File: src/hbus_cfg_pkg.sv
package hbus_cfg_pkg;

  // **************************************************
  // wishbone side
  // **************************************************
  localparam int WB_DATA_W = 32;
  localparam int WB_ADDR_W = 32;

  // **************************************************
  // hyperbus side
  // **************************************************
  localparam int HBUS_DATA_W = 16;
  localparam int HBUS_MASK_W = HBUS_DATA_W / 8;  // one bit per byte

  localparam int NUM_BANKS    = 4;
  localparam int BANK_SEL_W   = $clog2(NUM_BANKS);
  localparam int WORD_IDX_W   = 5;                // 32 words per bank
  localparam int BEAT_ADR_W   = WORD_IDX_W + 1;   // two halfwords per word

  // busy cycles before a bank answers
  localparam int BANK_LATENCY = 2;

endpackage

File: src/hbus_types_pkg.sv
package hbus_types_pkg;

  import hbus_cfg_pkg::*;

  // byte address on the wishbone side, raw or split into fields
  typedef union packed {
    logic [WB_ADDR_W-1:0] flat;
    struct packed {
      // must be zero, anything else is an error
      logic [WB_ADDR_W-BANK_SEL_W-WORD_IDX_W-$clog2(WB_DATA_W/8)-1:0] unmapped;
      logic [BANK_SEL_W-1:0]             bank;
      logic [WORD_IDX_W-1:0]             word;
      logic [$clog2(WB_DATA_W/8)-1:0]    byte_ofs;  // ignored
    } fields;
  } wb_addr_u;

endpackage

File: src/hyperbus_wishbone.sv
module hyperbus_wishbone (
  input  logic                                 wb_clk,
  input  logic                                 wb_rst,
  input  logic [hbus_cfg_pkg::WB_ADDR_W-1:0]   wb_adr_i,
  input  logic [hbus_cfg_pkg::WB_DATA_W-1:0]   wb_dat_i,
  input  logic                                 wb_we_i,
  input  logic [hbus_cfg_pkg::WB_DATA_W/8-1:0] wb_sel_i,
  input  logic                                 wb_cyc_i,
  input  logic                                 wb_stb_i,
  output logic [hbus_cfg_pkg::WB_DATA_W-1:0]   wb_dat_o,
  output logic                                 wb_ack_o,
  output logic                                 wb_err_o,
  output logic                                 rrq_o,
  output logic                                 wrq_o,
  output logic [hbus_cfg_pkg::WB_ADDR_W-1:0]   adr_o,
  output logic [hbus_cfg_pkg::WB_DATA_W-1:0]   tx_dat_o,
  output logic [hbus_cfg_pkg::WB_DATA_W/8-1:0] tx_mask_o,
  input  logic                                 tx_done_i,
  input  logic                                 rx_valid_i,
  input  logic [hbus_cfg_pkg::WB_DATA_W-1:0]   rx_dat_i
);
  import hbus_types_pkg::*;

  localparam logic [3:0] ST_IDLE  = 4'b0001;
  localparam logic [3:0] ST_WRITE = 4'b0010;
  localparam logic [3:0] ST_READ  = 4'b0100;
  localparam logic [3:0] ST_ERR   = 4'b1000;

  logic [3:0] state;
  wb_addr_u   req_adr;
  logic       req_new;

  assign req_adr = wb_adr_i;
  // master still holds stb in the cycle after ack or err
  assign req_new = wb_cyc_i & wb_stb_i & ~wb_ack_o & ~wb_err_o;

  always_ff @(posedge wb_clk) begin
    if (wb_rst) begin
      state    <= ST_IDLE;
      rrq_o    <= 1'b0;
      wrq_o    <= 1'b0;
      wb_ack_o <= 1'b0;
      wb_err_o <= 1'b0;
    end else begin
      rrq_o    <= 1'b0;  // all pulses
      wrq_o    <= 1'b0;
      wb_ack_o <= 1'b0;
      wb_err_o <= 1'b0;
      case (state)
        ST_IDLE: begin
          if (req_new) begin
            if (req_adr.fields.unmapped != '0) begin
              wb_err_o <= 1'b1;
              state    <= ST_ERR;
            end else if (wb_we_i) begin
              wrq_o <= 1'b1;
              state <= ST_WRITE;
            end else begin
              rrq_o <= 1'b1;
              state <= ST_READ;
            end
          end
        end
        ST_WRITE: begin
          if (tx_done_i) begin
            wb_ack_o <= 1'b1;
            state    <= ST_IDLE;
          end
        end
        ST_READ: begin
          if (rx_valid_i) begin
            wb_ack_o <= 1'b1;
            state    <= ST_IDLE;
          end
        end
        ST_ERR:  state <= ST_IDLE;  // err is out this cycle
        default: state <= ST_IDLE;
      endcase
    end
  end

  always_ff @(posedge wb_clk) begin
    if (state == ST_IDLE && req_new) begin
      adr_o     <= wb_adr_i;
      tx_dat_o  <= wb_dat_i;
      tx_mask_o <= ~wb_sel_i;  // 1 = keep byte
    end
    if (state == ST_READ && rx_valid_i) begin
      wb_dat_o <= rx_dat_i;
    end
  end

endmodule

File: src/hbus_sequencer.sv
module hbus_sequencer (
  input  logic                                 wb_clk,
  input  logic                                 wb_rst,
  input  logic                                 rrq_i,
  input  logic                                 wrq_i,
  input  logic [hbus_cfg_pkg::WB_ADDR_W-1:0]   adr_i,
  input  logic [hbus_cfg_pkg::WB_DATA_W-1:0]   tx_dat_i,
  input  logic [hbus_cfg_pkg::WB_DATA_W/8-1:0] tx_mask_i,
  output logic [hbus_cfg_pkg::NUM_BANKS-1:0]   beat_req_o,
  output logic                                 beat_we_o,
  output logic [hbus_cfg_pkg::BEAT_ADR_W-1:0]  beat_adr_o,
  output logic [hbus_cfg_pkg::HBUS_DATA_W-1:0] beat_dat_o,
  output logic [hbus_cfg_pkg::HBUS_MASK_W-1:0] beat_mask_o,
  input  logic [hbus_cfg_pkg::NUM_BANKS-1:0]   bank_ready_i,
  input  logic [hbus_cfg_pkg::NUM_BANKS-1:0]   bank_valid_i,
  output logic                                 tx_done_o
);
  import hbus_cfg_pkg::*;
  import hbus_types_pkg::*;

  wb_addr_u               in_adr;
  wb_addr_u               adr_q;
  logic                   we_q;
  logic [WB_DATA_W-1:0]   dat_q;
  logic [WB_DATA_W/8-1:0] mask_q;
  logic                   busy;
  logic                   beat;       // 0 = low half, 1 = high half
  logic                   beat_done;

  assign in_adr    = adr_i;
  assign beat_done = busy & (bank_ready_i[adr_q.fields.bank] | bank_valid_i[adr_q.fields.bank]);

  // **************************************************
  // beat issue
  // **************************************************
  always_ff @(posedge wb_clk) begin
    if (wb_rst) begin
      busy       <= 1'b0;
      beat       <= 1'b0;
      beat_req_o <= '0;
    end else begin
      beat_req_o <= '0;
      if (rrq_i | wrq_i) begin
        busy       <= 1'b1;
        beat       <= 1'b0;
        beat_req_o <= NUM_BANKS'(1) << in_adr.fields.bank;
      end else if (beat_done) begin
        if (!beat) begin
          beat       <= 1'b1;
          beat_req_o <= NUM_BANKS'(1) << adr_q.fields.bank;  // same bank, upper half
        end else begin
          busy <= 1'b0;
        end
      end
    end
  end

  always_ff @(posedge wb_clk) begin
    if (rrq_i | wrq_i) begin
      adr_q  <= adr_i;
      we_q   <= wrq_i;
      dat_q  <= tx_dat_i;
      mask_q <= tx_mask_i;
    end
  end

  assign beat_we_o   = we_q;
  assign beat_adr_o  = {adr_q.fields.word, beat};
  assign beat_dat_o  = beat ? dat_q[WB_DATA_W-1 -: HBUS_DATA_W] : dat_q[HBUS_DATA_W-1:0];
  assign beat_mask_o = beat ? mask_q[2*HBUS_MASK_W-1 -: HBUS_MASK_W]
                            : mask_q[HBUS_MASK_W-1:0];

  // second ready of a write
  assign tx_done_o = beat_done & beat & we_q;

endmodule

File: src/hbus_ram_bank.sv
module hbus_ram_bank (
  input  logic                                 wb_clk,
  input  logic                                 wb_rst,
  input  logic                                 req_i,
  input  logic                                 we_i,
  input  logic [hbus_cfg_pkg::BEAT_ADR_W-1:0]  adr_i,
  input  logic [hbus_cfg_pkg::HBUS_DATA_W-1:0] dat_i,
  input  logic [hbus_cfg_pkg::HBUS_MASK_W-1:0] mask_i,
  output logic                                 ready_o,
  output logic                                 valid_o,
  output logic [hbus_cfg_pkg::HBUS_DATA_W-1:0] dat_o
);
  import hbus_cfg_pkg::*;

  logic [HBUS_DATA_W-1:0] mem [2**BEAT_ADR_W];

  logic                             busy;
  logic [$clog2(BANK_LATENCY+1)-1:0] cnt;
  logic                             we_q;
  logic [BEAT_ADR_W-1:0]            adr_q;
  logic [HBUS_DATA_W-1:0]           dat_q;
  logic [HBUS_MASK_W-1:0]           mask_q;

  always_ff @(posedge wb_clk) begin
    if (wb_rst) begin
      busy    <= 1'b0;
      cnt     <= '0;
      ready_o <= 1'b0;
      valid_o <= 1'b0;
    end else begin
      ready_o <= 1'b0;
      valid_o <= 1'b0;
      if (req_i) begin
        busy <= 1'b1;
        cnt  <= $bits(cnt)'(BANK_LATENCY - 1);
      end else if (busy) begin
        if (cnt == '0) begin
          busy    <= 1'b0;
          ready_o <= we_q;
          valid_o <= ~we_q;
        end else begin
          cnt <= cnt - 1'b1;
        end
      end
    end
  end

  // array access on the last busy cycle
  always_ff @(posedge wb_clk) begin
    if (req_i) begin
      we_q   <= we_i;
      adr_q  <= adr_i;
      dat_q  <= dat_i;
      mask_q <= mask_i;
    end
    if (busy && cnt == '0) begin
      if (we_q) begin
        for (int b = 0; b < HBUS_MASK_W; b++) begin
          if (!mask_q[b]) mem[adr_q][b*8 +: 8] <= dat_q[b*8 +: 8];
        end
      end else begin
        dat_o <= mem[adr_q];
      end
    end
  end

endmodule

File: src/hbus_read_gather.sv
module hbus_read_gather (
  input  logic                                                wb_clk,
  input  logic                                                wb_rst,
  input  logic [hbus_cfg_pkg::NUM_BANKS-1:0]                  bank_valid_i,
  input  logic [hbus_cfg_pkg::NUM_BANKS*hbus_cfg_pkg::HBUS_DATA_W-1:0] bank_dat_i,
  output logic                                                rx_valid_o,
  output logic [hbus_cfg_pkg::WB_DATA_W-1:0]                  rx_dat_o
);
  import hbus_cfg_pkg::*;

  logic                   any_valid;
  logic [HBUS_DATA_W-1:0] sel_dat;
  logic [HBUS_DATA_W-1:0] low_q;    // beat 0
  logic                   second;   // next valid is beat 1

  assign any_valid = |bank_valid_i;

  // only one bank answers at a time
  always_comb begin
    sel_dat = '0;
    for (int i = 0; i < NUM_BANKS; i++) begin
      if (bank_valid_i[i]) sel_dat = sel_dat | bank_dat_i[i*HBUS_DATA_W +: HBUS_DATA_W];
    end
  end

  always_ff @(posedge wb_clk) begin
    if (wb_rst) begin
      second <= 1'b0;
    end else if (any_valid) begin
      second <= ~second;
    end
  end

  always_ff @(posedge wb_clk) begin
    if (any_valid && !second) begin
      low_q <= sel_dat;
    end
  end

  // **************************************************
  // word out on the high beat
  // **************************************************
  assign rx_valid_o = any_valid & second;
  assign rx_dat_o   = {sel_dat, low_q};

endmodule

File: src/hbus_subsys.sv
module hbus_subsys (
  input  logic                                 wb_clk,
  input  logic                                 wb_rst,
  input  logic [hbus_cfg_pkg::WB_ADDR_W-1:0]   wb_adr_i,
  input  logic [hbus_cfg_pkg::WB_DATA_W-1:0]   wb_dat_i,
  input  logic                                 wb_we_i,
  input  logic [hbus_cfg_pkg::WB_DATA_W/8-1:0] wb_sel_i,
  input  logic                                 wb_cyc_i,
  input  logic                                 wb_stb_i,
  output logic [hbus_cfg_pkg::WB_DATA_W-1:0]   wb_dat_o,
  output logic                                 wb_ack_o,
  output logic                                 wb_err_o
);
  import hbus_cfg_pkg::*;

  logic                          rrq;
  logic                          wrq;
  logic [WB_ADDR_W-1:0]          adr;
  logic [WB_DATA_W-1:0]          tx_dat;
  logic [WB_DATA_W/8-1:0]        tx_mask;
  logic                          tx_done;
  logic                          rx_valid;
  logic [WB_DATA_W-1:0]          rx_dat;
  logic [NUM_BANKS-1:0]          beat_req;
  logic                          beat_we;
  logic [BEAT_ADR_W-1:0]         beat_adr;
  logic [HBUS_DATA_W-1:0]        beat_dat;
  logic [HBUS_MASK_W-1:0]        beat_mask;
  logic [NUM_BANKS-1:0]          bank_ready;
  logic [NUM_BANKS-1:0]          bank_valid;
  logic [NUM_BANKS*HBUS_DATA_W-1:0] bank_dat;

  hyperbus_wishbone u_fe (
    .wb_clk, .wb_rst,
    .wb_adr_i, .wb_dat_i, .wb_we_i, .wb_sel_i, .wb_cyc_i, .wb_stb_i,
    .wb_dat_o, .wb_ack_o, .wb_err_o,
    .rrq_o(rrq), .wrq_o(wrq), .adr_o(adr), .tx_dat_o(tx_dat), .tx_mask_o(tx_mask),
    .tx_done_i(tx_done), .rx_valid_i(rx_valid), .rx_dat_i(rx_dat)
  );

  hbus_sequencer u_seq (
    .wb_clk, .wb_rst,
    .rrq_i(rrq), .wrq_i(wrq), .adr_i(adr), .tx_dat_i(tx_dat), .tx_mask_i(tx_mask),
    .beat_req_o(beat_req), .beat_we_o(beat_we), .beat_adr_o(beat_adr),
    .beat_dat_o(beat_dat), .beat_mask_o(beat_mask),
    .bank_ready_i(bank_ready), .bank_valid_i(bank_valid),
    .tx_done_o(tx_done)
  );

  for (genvar g = 0; g < NUM_BANKS; g++) begin : g_bank
    hbus_ram_bank u_bank (
      .wb_clk, .wb_rst,
      .req_i(beat_req[g]), .we_i(beat_we), .adr_i(beat_adr),
      .dat_i(beat_dat), .mask_i(beat_mask),
      .ready_o(bank_ready[g]), .valid_o(bank_valid[g]),
      .dat_o(bank_dat[g*HBUS_DATA_W +: HBUS_DATA_W])
    );
  end

  hbus_read_gather u_gather (
    .wb_clk, .wb_rst,
    .bank_valid_i(bank_valid), .bank_dat_i(bank_dat),
    .rx_valid_o(rx_valid), .rx_dat_o(rx_dat)
  );

endmodule

File: config.mk
export PLATFORM = sky130hd
export DESIGN_NAME = hbus_subsys
export DESIGN_NICKNAME = d
export VERILOG_FILES = /design/src/hbus_cfg_pkg.sv /design/src/hbus_types_pkg.sv /design/src/hyperbus_wishbone.sv /design/src/hbus_sequencer.sv /design/src/hbus_ram_bank.sv /design/src/hbus_read_gather.sv /design/src/hbus_subsys.sv
export SDC_FILE = /design/constraint.sdc
export NUM_CORES = 2
export LEC_CHECK = 0
export BUFFER_PORTS_ARGS = -buffer_cell sky130_fd_sc_hd__buf_2
export CELL_PAD_IN_SITES_DETAIL_PLACEMENT = 1
export CELL_PAD_IN_SITES_GLOBAL_PLACEMENT = 2
export CORE_MARGIN = 5
export CORE_UTILIZATION = 53
export CTS_CLUSTER_DIAMETER = 200
export DETAILED_ROUTE_END_ITERATION = 16
export PLACE_DENSITY = 0.94
export SLEW_MARGIN = 20
export SYNTH_ARGS = -nofsm -noshare
export SYNTH_HDL_FRONTEND = slang
export SYNTH_SLANG_ARGS = --single-unit
File: constraint.sdc
create_clock -name wb_clk -period 8.4 [get_ports wb_clk]
set_clock_uncertainty 0.2 [all_clocks]
set_input_delay 0.42 -clock wb_clk [delete_from_list [all_inputs] [get_ports wb_clk]]
set_output_delay 0.42 -clock wb_clk [all_outputs]
set_load 0.01 [all_outputs]
==> summary.md <==
| Metric | Value |
|---|---|
| Leading cell type in the layout, fill and taps excluded | sky130_fd_sc_hd__edfxtp_1 |
| Power Dens Cells | 230.9 nW/um2 |
| Register bit count reported by yosys | 4430 |
| Antenna Nets Post-Route | 0 |
| Count of distinct cell types in the synthesized netlist | 82 |
| Register area share after synthesis | 78.05% |
| Count of filler cells inserted in the layout | 27.35k |
| Levels on crit path | 7 |
| Leakage power summed over all cells | 59.97 nW |
| Mean post-synth cell area | 18.42 um2 |
| Max IR drop VDD | 0.2205 mV |
| Root buffer selected by CTS | sky130_fd_sc_hd__clkbuf_16 |
| Maximum capacitance violations | 0 |
| Crit Reg-Reg Endpoint | g_bank[1].u_bank.mem[42][10] |
| Post-route DRC violation count | 0 |
| Post-synth EDFFs | 4395 |
| R2R Path Start | g_bank[1].u_bank.adr_q[1] |
| Gr ovfl total | 0 |
| Placed wire-length estimate | 315700 um |
| Max Root-Sink Buffers | 4 |
| Area enclosed by the die boundary | 332200 um2 |
| Fraction of registers with async set/reset | 0% |
| Final worst path period need | 5374 ps |
| Commonest register cell after synthesis | sky130_fd_sc_hd__edfxtp_1 |
| Register area | 132700 um2 |
| Horizontal extent of the die | 576.3 um |
| Post-route core utilization | 59.34% |
| Combined area of all synthesized cells | 170000 um2 |
| Cell Chain, Critical Path | buf_12 -> buf_4 -> nand2b_1 -> nor2_2 -> buf_4 -> nand2_1 -> nor2_1 |
| Clock buffers created by TritonCTS | 428 |
| Wirelength per Cell | 40.74 um |
| Launch point of the critical path | g_bank[1].u_bank.adr_q[1] |
| Worst min-delay path category | primary input to flop |
| Setup repair after global routing missed its margin | false |
| Final critical-path setup slack | 3026 ps |
| CTS Sinks | 4430 |
| # port buffers | 104 |
| Standard-cell row count | 208 |
| Count of yosys warnings during synthesis | 0 |
| Critical Path Source Type | flop |
| Kind of end point of the critical path | flop |
| Post CTS Setup Buffer Count | 0 |
| Worst slew slack as a fraction of its limit | 14.64% |
| Cell type of the slowest stage on the worst timing path | sky130_fd_sc_hd__nor2_1 |
| Largest fanout on the critical path | 133 |
| Maximum number of pins on one net before global-route repair | 134 |
| Area of the core region | 320400 um2 |
| Result of the run | complete, no violations |
| Hold Buf Count CTS | 94 |
| Place WS | 3500 ps |
| Endpoint required time on the critical path | 8820 ps |
| First-pass iteration count of the detailed router | 9 |
| Number of vias per cell after detailed routing | 7.265 |
| Hold Path Depth | 3 |
| Count of endpoints failing hold in the final timing report | 0 |
| Cell repeated most along the worst path | sky130_fd_sc_hd__buf_4 |
| Kind of cell with the highest combined delay on the critical path | simple AND/OR/NAND/NOR gates |
| Cell count after synthesis | 9226 |
| Synthesized netlist net count | 9303 |
| H-tree levels | 5 |
| Post-route standard cell area excluding fillers | 190100 um2 |
| Top library cells by usage in the layout, fill and taps aside | sky130_fd_sc_hd__edfxtp_1, sky130_fd_sc_hd__nor2_1, sky130_fd_sc_hd__mux2i_1 |
| CTS tree | built |
| Count of buffer and inverter cells on the critical path | 3 |
| Final setup violation count | 0 |
| Register-to-Register Path Depth | 7 |
| Longest individual stage delay on the worst path | 1040 ps |
| Startpoint of the tightest hold check path | wb_sel_i[2] |
| Vias | 103.4k |
| Clock latency of the later-clocked register in the worst-skew pair | 1030 ps |
| Multi-input gate area in the final layout | 34520 um2 |
| Critical setup path kind | flop to flop |
| Post-cts sizing count | 0 |
| Routed WL | 579600 um |
| Top-level I/O count | 107 |
| Final layout net count | 9609 |
| Chip Height | 576.3 um |
| Via count of the first global-routing pass | 106.3k |
| Total negative setup slack | 0 ps |
| Antenna violations before repair | 49 |
| Initial detailed-routing violation count | 18.87k |
| Arrival @ worst endpoint | 5790 ps |
| Clock Pin Slew Worst Setup and Hold Paths | 70 ps |
| Area delta synth->final | 11.84% |
| Routability congestion estimate from global placement | 0.9194 |
| Placement Cell Area | 175300 um2 |
| Fmax | 186.1 MHz |
| Slew Viols, Final | 0 |
| Worst Tran Pin Value | 1276 ps |
| Fraction of final layout cells with drive strength greater than 1 | 17.24% |
| Overall Global Routing Usage | 34.25% |
| Global-route wire length before repair | 816700 um |
| Effective utilization at floorplan | 53.06% |
| R2r setup slk | 3030 ps |
| Final clock period utilization by the worst path | 63.98% |
| Worst setup path end | g_bank[1].u_bank.mem[42][10] |
[Yosys cell counts, types with 32 or more instances]
cell type / count / area, um2
sky130_fd_sc_hd__a211oi_1: 32 / 240.2
sky130_fd_sc_hd__a21oi_1: 240 / 1201
sky130_fd_sc_hd__a221o_1: 60 / 600.6
sky130_fd_sc_hd__a221oi_1: 356 / 3118
sky130_fd_sc_hd__a22o_1: 74 / 648.1
sky130_fd_sc_hd__a22oi_1: 304 / 2282
sky130_fd_sc_hd__a31oi_1: 51 / 319.1
sky130_fd_sc_hd__buf_1: 41 / 153.9
sky130_fd_sc_hd__buf_2: 210 / 1051
sky130_fd_sc_hd__buf_4: 74 / 555.5
sky130_fd_sc_hd__clkbuf_1: 236 / 885.9
sky130_fd_sc_hd__dfxtp_1: 35 / 700.7
sky130_fd_sc_hd__edfxtp_1: 4395 / 132000
sky130_fd_sc_hd__mux2_2: 246 / 2770
sky130_fd_sc_hd__mux2i_1: 459 / 4594
sky130_fd_sc_hd__mux4_2: 374 / 8423
sky130_fd_sc_hd__nand2_1: 284 / 1066
sky130_fd_sc_hd__nand3_1: 59 / 295.3
sky130_fd_sc_hd__nor2_1: 766 / 2875
sky130_fd_sc_hd__nor3_1: 44 / 220.2
sky130_fd_sc_hd__o21ai_0: 204 / 1021
sky130_fd_sc_hd__o22ai_1: 201 / 1257
[flip-flops by register name, summed over array words and instances (netlist names), 4 cells and up]
signal	count
g_bank.u_bank.adr_q	24
g_bank.u_bank.busy	4
g_bank.u_bank.cnt	8
g_bank.u_bank.dat_o	64
g_bank.u_bank.dat_q	64
g_bank.u_bank.mask_q	8
g_bank.u_bank.mem	4096
g_bank.u_bank.ready_o	4
g_bank.u_bank.valid_o	4
g_bank.u_bank.we_q	4
u_fe.adr_o	7
u_fe.state	4
u_fe.tx_dat_o	32
u_fe.tx_mask_o	4
u_fe.wb_dat_o	32
u_gather.low_q	16
u_seq.adr_q	7
u_seq.beat_req_o	4
u_seq.dat_q	32
u_seq.mask_q	4
[stage by stage]
| stage | total power, mW | instances | hold WS (ps) |
|---|---|---|---|
| after floorplan | 24.51 | 9226 | 200.3 |
| after global placement | 24.55 | 13310 | 203.7 |
| after detailed placement | 24.56 | 13310 | 206.3 |
| after CTS | 43.52 | 14190 | 5.675 |
| after global routing | 44.93 | 14200 | 50.75 |
| final | 43.90 | 14230 | 32.45 |
[area by class of cell]
cell class                 count  share of cell area (%)
clock buffer                 538                   5.998
antenna                       31                 0.04081
tap                         4305                   2.833
sequential                  4430                   69.79
inverter                      34                 0.06713
clock inverter               250                   1.217
timing repair buffer         461                   1.893
multi-input combinational   4177                   18.16
[worst reg2reg max path, stage by stage (launching register included)]
cell and delay [ps]:
sky130_fd_sc_hd__edfxtp_1 390, sky130_fd_sc_hd__buf_12 640, sky130_fd_sc_hd__buf_4 790, sky130_fd_sc_hd__nand2b_1 420, sky130_fd_sc_hd__nor2_2 560, sky130_fd_sc_hd__buf_4 360
sky130_fd_sc_hd__nand2_1 550, sky130_fd_sc_hd__nor2_1 1040
[kinds of logic after synthesis]
| kind of cell | after synthesis | share of synthesized area [%] |
|---|---|---|
| xor+xnor | 5 | 0.02576 |
| compound gates | 1705 | 7.241 |
| flops | 4430 | 78.05 |
| simple gates | 1381 | 3.554 |
| mux | 1082 | 9.308 |
| buf+inv | 619 | 1.791 |
| fa+ha+maj | 4 | 0.02944 |
[power breakdown]
group	switching, mW	total, mW	internal (mW)
Sequential	0.0224	24.0	24.0
Clock	9.03	19.8	10.7
Combinational	0.0835	0.139	0.0557
Total	9.13	43.9	34.8
[worst min path at each step]
stage / to / slack, ps
floorplan: u_fe.wb_dat_o[0] / 200
global placement: u_fe.wb_dat_o[15] / 200
detailed placement: u_seq.dat_q[8] / 210
CTS: u_fe.tx_mask_o[2] / 6
global route: u_fe.tx_mask_o[2] / 50
finish: u_fe.tx_mask_o[2] / 30
[routing by layer]
layer / share of wire (%) / track usage (%)
met1: 32 / 42.41
met2: 46 / 52.82
met3: 14 / 10.64
met4: 8.2 / 21.59
met5: 0.056 / 0
(Power assumes the default switching activity.)
